**config.mk**
```make
export PLATFORM = sky130hd
export DESIGN_NAME = tilemapAddrTop
export DESIGN_NICKNAME = d
export VERILOG_FILES = /design/src/hdl/cpuBusPkg.sv /design/src/hdl/tilemapPkg.sv /design/src/hdl/tilemapIf.sv /design/src/hdl/tilemapAddrTop.sv /design/src/hdl/layerAddrGen.sv /design/src/hdl/accessSequencer.sv /design/src/hdl/videoCounter.sv
export SDC_FILE = /design/constraint.sdc
export NUM_CORES = 1
export LEC_CHECK = 0
export ABC_AREA = 1
export ABC_CLOCK_PERIOD_IN_PS = 2700
export CORE_MARGIN = 4
export CORE_UTILIZATION = 35
export DETAILED_ROUTE_END_ITERATION = 10
export DONT_BUFFER_PORTS = 1
export GPL_TIMING_DRIVEN = 0
export PLACE_DENSITY = 0.6
export SYNTH_ARGS = -nofsm -noshare
export SYNTH_HDL_FRONTEND = slang
export SYNTH_SLANG_ARGS = --single-unit
export TNS_END_PERCENT = 100
```
**constraint.sdc**
```tcl
create_clock -name CLK_6M -period 2.7 [get_ports CLK_6M]
set_input_delay 0.405 -clock CLK_6M [delete_from_list [all_inputs] [get_ports CLK_6M]]
set_output_delay 0.405 -clock CLK_6M [all_outputs]
set_load 0.03 [all_outputs]
```
**src/hdl/cpuBusPkg.sv**
```systemverilog
package cpuBusPkg;

	////////////////////////////////////////////////////
	// CPU side of the tilemap chip
	////////////////////////////////////////////////////

	// CPU address and data bus widths
	localparam int cpuAddrWidth = 14;
	localparam int dataWidth = 8;

	// Scroll register select from cpuAddr[1:0]
	// Code 3 has no register behind it
	typedef enum logic [1:0] {
		scrollXLo = 2'd0,
		scrollXHi = 2'd1,
		scrollY = 2'd2
	} scrollReg;

	// CPU write FSM
	// writing only lasts for the strobe cycle
	typedef enum logic [1:0] {
		idle, writing, held
	} cpuWriteState;

endpackage

```
**src/hdl/tilemapPkg.sv**
```systemverilog
package tilemapPkg;

	////////////////////////////////////////////////////
	// Screen geometry
	////////////////////////////////////////////////////

	// Horizontal beam count, one step per pixel clock
	localparam int hWidth = 9;

	// Visible vertical count
	localparam int vWidth = 8;

	////////////////////////////////////////////////////
	// Tile RAM and graphics ROM
	////////////////////////////////////////////////////

	// Layer bit, 5-bit row, 6-bit column, byte select
	localparam int ramAddrWidth = 13;

	// Tile code then 3-bit fine row
	localparam int gfxAddrWidth = 14;

	// Code byte plus low 3 attribute bits
	localparam int tileCodeWidth = 11;

	// Eight pixel clocks per tile, one RAM slot each
	typedef enum logic [2:0] {
		aCode, aAttr, bCode, bAttr, free4, free5, free6, free7
	} fetchSlot;

endpackage
```
**src/hdl/tilemapIf.sv**
```systemverilog
`timescale 1ns/100ps

// Beam position shared by the sequencer and both layers
interface videoTimingIf;
	logic [tilemapPkg::hWidth-1:0] h;
	logic [tilemapPkg::vWidth-1:0] v;
	// Flip level, held for a whole line
	logic flip;
	// One-cycle pulse while h is 0
	logic lineStart;

	modport counter (output h, v, flip, lineStart);
	modport sequencer (input h, lineStart);
	modport layer (input h, v, flip, lineStart);
endinterface

// Scroll register writes from the CPU
interface scrollWriteIf;
	// Level, rewrites every cycle it is high
	logic write;
	// Layer select, cpuAddr[2]
	logic layerSel;
	// Register select, cpuAddr[1:0]
	logic [1:0] regSel;
	logic [cpuBusPkg::dataWidth-1:0] data;

	modport layer (input write, layerSel, regSel, data);
endinterface

// RAM fetch slot control
interface fetchCtrlIf;
	tilemapPkg::fetchSlot slot;
	// Latch enables, the byte is taken at the edge closing the slot
	logic codeStrobe;
	logic attrStrobe;
	// Layer that owns the current fetch slot
	logic activeLayer;

	modport sequencer (output slot, codeStrobe, attrStrobe, activeLayer);
	modport layer (input slot, codeStrobe, attrStrobe, activeLayer);
endinterface

```
**src/hdl/tilemapAddrTop.sv**
```systemverilog
`timescale 1ns/100ps

module tilemapAddrTop (
	input logic CLK_6M,
	input logic rstN,
	input logic hSyncN,
	input logic vSyncN,
	input logic flip,
	input logic latchN,
	input logic ramCsN,
	input logic rnW,
	input logic [cpuBusPkg::cpuAddrWidth-1:0] cpuAddr,
	input logic [cpuBusPkg::dataWidth-1:0] cpuDataIn,
	output logic [cpuBusPkg::dataWidth-1:0] cpuDataOut,
	input logic [cpuBusPkg::dataWidth-1:0] ramDataIn,
	output logic [cpuBusPkg::dataWidth-1:0] ramDataOut,
	output logic [tilemapPkg::ramAddrWidth-1:0] ramAddr,
	output logic ramWeN,
	output logic ramOeN,
	output logic [tilemapPkg::gfxAddrWidth-1:0] gfxAddr,
	output logic pixelPhaseA,
	output logic pixelPhaseB
);

	videoTimingIf timing ();
	scrollWriteIf scrollBus ();
	fetchCtrlIf fetchBus ();

	// Per-layer addresses into the muxes
	logic [tilemapPkg::ramAddrWidth-1:0] layerARamAddr;
	logic [tilemapPkg::ramAddrWidth-1:0] layerBRamAddr;
	logic [tilemapPkg::gfxAddrWidth-1:0] layerAGfxAddr;
	logic [tilemapPkg::gfxAddrWidth-1:0] layerBGfxAddr;

	// Scroll bus straight from the CPU pins
	assign scrollBus.write = ~latchN;
	assign scrollBus.layerSel = cpuAddr[2];
	assign scrollBus.regSel = cpuAddr[1:0];
	assign scrollBus.data = cpuDataIn;

	videoCounter counter0 (.CLK_6M, .rstN, .hSyncN, .vSyncN, .flip, .timing(timing.counter));

	accessSequencer sequencer0 (
		.CLK_6M, .rstN,
		.timing(timing.sequencer), .fetch(fetchBus.sequencer),
		.ramCsN, .rnW, .cpuAddr, .cpuDataIn, .cpuDataOut,
		.ramDataIn, .ramDataOut, .ramAddr, .ramWeN, .ramOeN,
		.layerARamAddr, .layerBRamAddr, .layerAGfxAddr, .layerBGfxAddr,
		.gfxAddr
	);

	// Layer A sits in the low half of tile RAM
	layerAddrGen #(.assignedLayer(0)) layerA (
		.CLK_6M, .rstN,
		.timing(timing.layer), .scroll(scrollBus.layer), .fetch(fetchBus.layer),
		.ramDataIn, .ramAddr(layerARamAddr), .gfxAddr(layerAGfxAddr),
		.pixelPhase(pixelPhaseA)
	);

	layerAddrGen #(.assignedLayer(1)) layerB (
		.CLK_6M, .rstN,
		.timing(timing.layer), .scroll(scrollBus.layer), .fetch(fetchBus.layer),
		.ramDataIn, .ramAddr(layerBRamAddr), .gfxAddr(layerBGfxAddr),
		.pixelPhase(pixelPhaseB)
	);

endmodule

```
**src/hdl/layerAddrGen.sv**
```systemverilog
`timescale 1ns/100ps

module layerAddrGen #(
	parameter int assignedLayer = 0
) (
	input logic CLK_6M,
	input logic rstN,
	videoTimingIf.layer timing,
	scrollWriteIf.layer scroll,
	fetchCtrlIf.layer fetch,
	input logic [cpuBusPkg::dataWidth-1:0] ramDataIn,
	output logic [tilemapPkg::ramAddrWidth-1:0] ramAddr,
	output logic [tilemapPkg::gfxAddrWidth-1:0] gfxAddr,
	output logic pixelPhase
);

	// Scroll registers, X is 9 bits
	logic [tilemapPkg::hWidth-1:0] scrollX;
	logic [tilemapPkg::vWidth-1:0] scrollY;
	// Effective and scrolled beam position
	logic [tilemapPkg::hWidth-1:0] eh;
	logic [tilemapPkg::vWidth-1:0] ev;
	logic [tilemapPkg::hWidth-1:0] sx;
	logic [tilemapPkg::vWidth-1:0] sy;
	// Tile word latch
	logic [cpuBusPkg::dataWidth-1:0] codeByte;
	logic [tilemapPkg::tileCodeWidth-1:0] tileCode;
	logic writeHit;
	logic ownSlot;
	logic byteSel;

	////////////////////////////////////////////////////
	// Scroll registers
	////////////////////////////////////////////////////

	assign writeHit = scroll.write && (scroll.layerSel == 1'(assignedLayer));

	always_ff @(posedge CLK_6M) begin
		if (!rstN) begin
			scrollX <= '0;
			scrollY <= '0;
		end else if (writeHit) begin
			case (cpuBusPkg::scrollReg'(scroll.regSel))
				cpuBusPkg::scrollXLo: scrollX[7:0] <= scroll.data;
				// Only bit 0 of the high byte is kept
				cpuBusPkg::scrollXHi: scrollX[8] <= scroll.data[0];
				cpuBusPkg::scrollY: scrollY <= scroll.data;
				default: ;
			endcase
		end
	end

	////////////////////////////////////////////////////
	// Tile RAM address
	////////////////////////////////////////////////////

	// Flip mirrors both axes
	assign eh = timing.flip ? ~timing.h : timing.h;
	assign ev = timing.flip ? ~timing.v : timing.v;
	// Wraps at 512 and 256
	assign sx = eh + scrollX;
	assign sy = ev + scrollY;

	// Attribute byte sits at the odd address
	assign byteSel = (fetch.slot == tilemapPkg::aAttr) || (fetch.slot == tilemapPkg::bAttr);
	assign ramAddr = {1'(assignedLayer), sy[7:3], sx[8:3], byteSel};

	////////////////////////////////////////////////////
	// Tile word latch and ROM address
	////////////////////////////////////////////////////

	assign ownSlot = (fetch.activeLayer == 1'(assignedLayer));

	// Code first, whole word taken with the attribute
	always_ff @(posedge CLK_6M) begin
		if (!rstN) begin
			codeByte <= '0;
			tileCode <= '0;
		end else if (ownSlot && fetch.codeStrobe)
			codeByte <= ramDataIn;
		else if (ownSlot && fetch.attrStrobe)
			tileCode <= {ramDataIn[2:0], codeByte};
	end

	// Fine row from the scrolled line
	assign gfxAddr = {tileCode, sy[2:0]};
	// Half-tile phase for the pixel shifter
	assign pixelPhase = sx[2];

	// Unused select code must leave the scroll state alone
	assert property (@(posedge CLK_6M) disable iff (!rstN)
		(scroll.write && scroll.regSel == 2'd3) |=> $stable({scrollX, scrollY}));

endmodule

```
**src/hdl/accessSequencer.sv**
```systemverilog
`timescale 1ns/100ps

module accessSequencer (
	input logic CLK_6M,
	input logic rstN,
	videoTimingIf.sequencer timing,
	fetchCtrlIf.sequencer fetch,
	input logic ramCsN,
	input logic rnW,
	input logic [cpuBusPkg::cpuAddrWidth-1:0] cpuAddr,
	input logic [cpuBusPkg::dataWidth-1:0] cpuDataIn,
	output logic [cpuBusPkg::dataWidth-1:0] cpuDataOut,
	input logic [cpuBusPkg::dataWidth-1:0] ramDataIn,
	output logic [cpuBusPkg::dataWidth-1:0] ramDataOut,
	output logic [tilemapPkg::ramAddrWidth-1:0] ramAddr,
	output logic ramWeN,
	output logic ramOeN,
	input logic [tilemapPkg::ramAddrWidth-1:0] layerARamAddr,
	input logic [tilemapPkg::ramAddrWidth-1:0] layerBRamAddr,
	input logic [tilemapPkg::gfxAddrWidth-1:0] layerAGfxAddr,
	input logic [tilemapPkg::gfxAddrWidth-1:0] layerBGfxAddr,
	output logic [tilemapPkg::gfxAddrWidth-1:0] gfxAddr
);

	cpuBusPkg::cpuWriteState cpuState;
	cpuBusPkg::cpuWriteState writePhase;
	logic cpuWrite;
	logic fetchSlotUsed;

	////////////////////////////////////////////////////
	// Fetch slot decode
	////////////////////////////////////////////////////

	// Slot is the pixel within the tile
	assign fetch.slot = tilemapPkg::fetchSlot'(timing.h[2:0]);
	// Slots 0 and 1 go to layer A, 2 and 3 to layer B
	assign fetch.activeLayer = timing.h[1];
	assign fetchSlotUsed = !timing.h[2];
	// CPU access steals the slot, so no latching then
	assign fetch.codeStrobe = ramCsN &&
		(fetch.slot == tilemapPkg::aCode || fetch.slot == tilemapPkg::bCode);
	assign fetch.attrStrobe = ramCsN &&
		(fetch.slot == tilemapPkg::aAttr || fetch.slot == tilemapPkg::bAttr);

	////////////////////////////////////////////////////
	// CPU write FSM
	////////////////////////////////////////////////////

	assign cpuWrite = !ramCsN && !rnW;

	// First cycle of a write is the strobe cycle
	always_comb begin
		writePhase = cpuState;
		if (cpuState == cpuBusPkg::idle && cpuWrite)
			writePhase = cpuBusPkg::writing;
	end

	// Hold until the CPU lets go of the write
	always_ff @(posedge CLK_6M) begin
		if (!rstN)
			cpuState <= cpuBusPkg::idle;
		else if (cpuWrite)
			cpuState <= cpuBusPkg::held;
		else
			cpuState <= cpuBusPkg::idle;
	end

	assign ramWeN = (writePhase != cpuBusPkg::writing);
	assign ramOeN = ramCsN || !ramWeN;
	// Data just passes between the buses
	assign ramDataOut = cpuDataIn;
	assign cpuDataOut = ramDataIn;

	// Address muxes, CPU always has priority
	always_comb begin
		if (!ramCsN)
			ramAddr = cpuAddr[tilemapPkg::ramAddrWidth-1:0];
		else if (fetchSlotUsed && fetch.activeLayer)
			ramAddr = layerBRamAddr;
		else
			ramAddr = layerARamAddr;
	end

	// ROM side alternates layers every pixel
	assign gfxAddr = timing.h[0] ? layerBGfxAddr : layerAGfxAddr;

	// RAM is never driven both ways
	assert property (@(posedge CLK_6M) disable iff (!rstN) !(!ramWeN && !ramOeN));
	assert property (@(posedge CLK_6M) disable iff (!rstN)
		!(fetch.codeStrobe && fetch.attrStrobe));
	// Line start must open a tile period
	assert property (@(posedge CLK_6M) disable iff (!rstN)
		timing.lineStart |-> fetch.slot == tilemapPkg::aCode);

endmodule

```
**src/hdl/videoCounter.sv**
```systemverilog
`timescale 1ns/100ps

module videoCounter (
	input logic CLK_6M,
	input logic rstN,
	input logic hSyncN,
	input logic vSyncN,
	input logic flip,
	videoTimingIf.counter timing
);

	// Previous sync samples for edge detection
	logic hSyncPrev;
	logic vSyncPrev;
	logic hFall;
	logic vFall;

	assign hFall = hSyncPrev && !hSyncN;
	assign vFall = vSyncPrev && !vSyncN;

	////////////////////////////////////////////////////
	// Sync edge detect and beam counters
	////////////////////////////////////////////////////

	always_ff @(posedge CLK_6M) begin
		if (!rstN) begin
			// Syncs idle high
			hSyncPrev <= 1'b1;
			vSyncPrev <= 1'b1;
			timing.h <= '0;
			timing.v <= '0;
			timing.flip <= 1'b0;
			timing.lineStart <= 1'b0;
		end else begin
			hSyncPrev <= hSyncN;
			vSyncPrev <= vSyncN;
			// Line start lines up with h at 0
			timing.lineStart <= hFall;
			if (hFall) begin
				timing.h <= '0;
				// Flip only changes between lines
				timing.flip <= flip;
			end else
				timing.h <= timing.h + 1'b1;
			// Frame reset wins over line step
			if (vFall)
				timing.v <= '0;
			else if (hFall)
				timing.v <= timing.v + 1'b1;
		end
	end

endmodule

```
==> metrics.md <==
| Metric | Value |
|---|---|
| Status | finished with violations |
| Failing checks | setup timing |
| Syn Area/Cell | approximately 6.9 um^2 |
| Port Buf Inserts | 0 |
| # IOs | 85 |
| CTS Buf Count | 9 |
| Total power draw | around 3.5 mW |
| Die Y | 133 um |
| CP Launch Point | counter0.timing.flip$_SDFFE_PN0P_ |
| Global-route wire length before repair | ~25 mm |
| Layout cells sized above 1 | between 20% and 30% |
| Vias in the first global route | 4881 |
| Top-area cell type share of the netlist area | between 30% and 40% |
| Pwr Density | between 400 and 500 nW/um^2 |
| CTS Root Cell | clkbuf_16 |
| Largest net degree at the start of global routing | 16 |
| H-tree depth | 3 |
| Non-filler cells, final | 1045 |
| Yosys reg bits | 93 |
| FF-to-FF setup slack | between 1000 and 1500 ps |
| Initial DRC Count | ~280 |
| Post-place setup slack | -280 ps |
| Final setup margin | -179 ps |
| Clock latency on the worst-skew pair | 340 ps |
| Die Wd | about 130 um |
| Final ANT Viol Nets | 0 |
| Routed WL | around 16 mm |
| CP startpoint kind | flop |
| Cells after synthesis | slightly below 800 |
| Yosys warning total | 0 |
| Pre-antenna DRT Iters | 5 |
| Layout net count | about 900 |
| Total global routing overflow | 0 |
| DP HPWL | ~11 mm |
| Post-CTS Hold Buffers | 0 |
| Worst reg2reg path endpoint | counter0.timing.v[6]$_SDFFE_PP0P_ |
| Via/cell ratio | 4.93 |
| Max-Cap Viols | 0 |
| Synth Flop Type | dfxtp_1 |
| Layout area overhead | 31.2% |
| Final setup viols | 10 |
| Clk slew on worst S/H paths | roughly 60 ps |
| Clock sink count | 93 |
| Placed Area | between 5000 and 6000 um^2 |
| Worst path arrival time | between 2000 and 2500 ps |
| Core area | about 15000 um^2 |
| P_leak | 3.15 nW |
| Wire per inst | 15.1 um |
| Vias | between 5000 and 6000 |
| Drc violations | 0 |
| Placed cell count | 1005 |
| Clock Path Buffers | 2 |
| Post-synthesis sequential area ratio | between 30 and 40% |
| Worst Path Required | 2300 ps |
| Global-route usage over all layers | 17.4% |
| WS Path Type | flop to output port |
| Fin area | about 7000 um^2 |
| Fillers | 1521 |
| Slew HR | between 50 and 60% |
| Max Slew Vio Count | 0 |
| Final hold viol count | 0 |
| Ranking of synthesized cells by area | dfxtp_1 (34%), nor2_1 (11%), nand2_1 (9.7%) |
| Post-synth EDFFs | 0 |
| Worst r2r path cells | 8 |
| Clock Skews | roughly 4.3 ps |
| Post-synth cell types | 37 |
| Asr flop ratio synth | 0% |
| Fmax | about 0.35 GHz |
| Syn_nets | 867 |
| Initial antenna violation count | 1 |
| Final min period | between 2000 and 3000 ps |
| Top cells by count, synth | nor2_1 (161), nand2_1 (141), dfxtp_1 (93) |
| Hold Path Class | input port to flop |
| CTS tree | built |
| Count leader, synth | nor2_1 |
| Maximum vdd drop | approximately 400 uV |
| CP Max Fanout | 5 |
| Synth area leader | dfxtp_1 |
| FF-to-FF Start | counter0.timing.v[0]$_SDFFE_PP0P_ |
| Setup TNS | -1020 ps |
| Die ar. | around 18000 um^2 |
| RSZ-0062 raised after global routing | true |
| Setup crit end | ramAddr[10] |
| Worst Tran Pin Value | roughly 670 ps |
| Tcrit/Tclk final | 107% |
| Crit end category | output port |
| # rows | 45 |
| Starting Density | a little over a third |
| Post-synthesis cell area | ~5500 um^2 |
| Routability Congestion | between 0.8 and 0.9 |
==> worst max-delay path, stage by stage (launching register included) <==
cell	delay, ps
dfxtp_4	380
buf_12	150
xor2_4	190
ha_4	170
inv_2	40
fa_2	330
inv_2	80
nand4_1	110
nand3_1	110
xor2_1	150
nand2_1	110
a31oi_4	300
==> flip-flops by register name, summed over array words and instances, names as in the netlist <==
| name | cells |
|---|---|
| layerA.tileCode | 11 |
| layerB.scrollY | 8 |
| counter0.vSyncPrev | 1 |
| sequencer0.cpuState | 1 |
| layerA.scrollX | 9 |
| counter0.timing.flip | 1 |
| layerA.scrollY | 8 |
| layerA.codeByte | 8 |
| layerB.tileCode | 11 |
| layerB.codeByte | 8 |
| counter0.timing.v | 8 |
| counter0.timing.h | 9 |
| counter0.hSyncPrev | 1 |
| layerB.scrollX | 9 |
==> power by group <==
group / internal, mW / total, mW / switching [mW]
combinational: 0.289 / 0.796 / 0.507
clock: 0.741 / 1.28 / 0.537
sequential: 1.42 / 1.47 / 0.0427
==> worst min path at each step <==
| stage | from | to | slack [ps] | depth (start not counted) |
|---|---|---|---|---|
| after floorplan | layerA.scrollX[8]$_SDFFE_PN0P_ | layerA.scrollX[8]$_SDFFE_PN0P_ | 440 | 2 |
| after global placement | layerA.codeByte[0]$_SDFFE_PN0P_ | layerA.tileCode[0]$_SDFFE_PN0P_ | 460 | 2 |
| after detailed placement | counter0.timing.v[7]$_SDFFE_PP0P_ | counter0.timing.v[7]$_SDFFE_PP0P_ | 470 | 2 |
| after CTS | rnW | sequencer0.cpuState[1]$_SDFF_PN0_ | 120 | 1 |
| after global routing | rnW | sequencer0.cpuState[1]$_SDFF_PN0_ | 120 | 1 |
| final | rnW | sequencer0.cpuState[1]$_SDFF_PN0_ | 130 | 1 |
==> timing repair <==
action	in CTS	in global routing
resized for setup	96	72
gates cloned	1	0
setup endpoints to repair	15	15
buffers inserted	14	10
pin swaps	28	37
==> routing by layer <==
metal | vias up | GRT usage, % | share of wire (%) | routed length [um]
li1 | 2614 | - | - | -
met1 | 2368 | 21.7 | 44 | 7000
met2 | 158 | 30.0 | 48 | 7670
met3 | 17 | 4.26 | 5.8 | 920
met4 | 0 | 4.68 | 1.5 | 241
met5 | - | 0 | 0 | 0
==> per-stage QoR <==
stage | util, % | hold slack [ps]
3_3_place_gp | 37.7 | 461
2_1_floorplan | - | 436
4_1_cts | 44.1 | 123
6_report | 47.0 | 133
3_5_place_dp | 37.7 | 467
5_1_grt | 47.0 | 123
==> cell type report <==
| type | instances | area (um^2) | share of cell area, % |
|---|---|---|---|
| multi-input cells | 580 | 3960 | 55.1 |
| flip-flops and latches | 93 | 1870 | 26.0 |
| inverters | 82 | 313 | 4.36 |
| well taps | 211 | 264 | 3.68 |
| plain buffers | 38 | 246 | 3.43 |
| clock buffers | 10 | 239 | 3.33 |
| repair buffers | 24 | 228 | 3.17 |
| clock inverters | 6 | 61.3 | 0.854 |
| diodes | 1 | 2.50 | 0.0349 |
==> cell families after synthesis <==
family / share of synthesized area, %
AOI/OAI and AO/OA: 14.1
xor gates and xnor gates: 4.32
adders and majority gates: 8.28
buffers and inverters: 10.1
DFF: 34.0
muxes: 0.183
and+or+nand+nor: 29.0
==> cells in the final DEF, fill, tap and decap left out, types with 6 or more instances in the layout <==
cell / count
nand3_2: 7
a21oi_1: 21
dfxtp_1: 91
xor2_1: 8
clkbuf_1: 10
nand4_1: 6
inv_2: 12
nand2_4: 13
clkbuf_16: 9
xor2_4: 12
nand2_1: 112
o21ai_0: 83
a21oi_2: 7
o21ai_2: 6
nand3_1: 24
ha_1: 12
ha_4: 20
buf_2: 7
nor2_1: 161
nand2_2: 21
buf_4: 33
buf_6: 8
inv_1: 68
No activity file was read; power rests on OpenSTA's default activity.
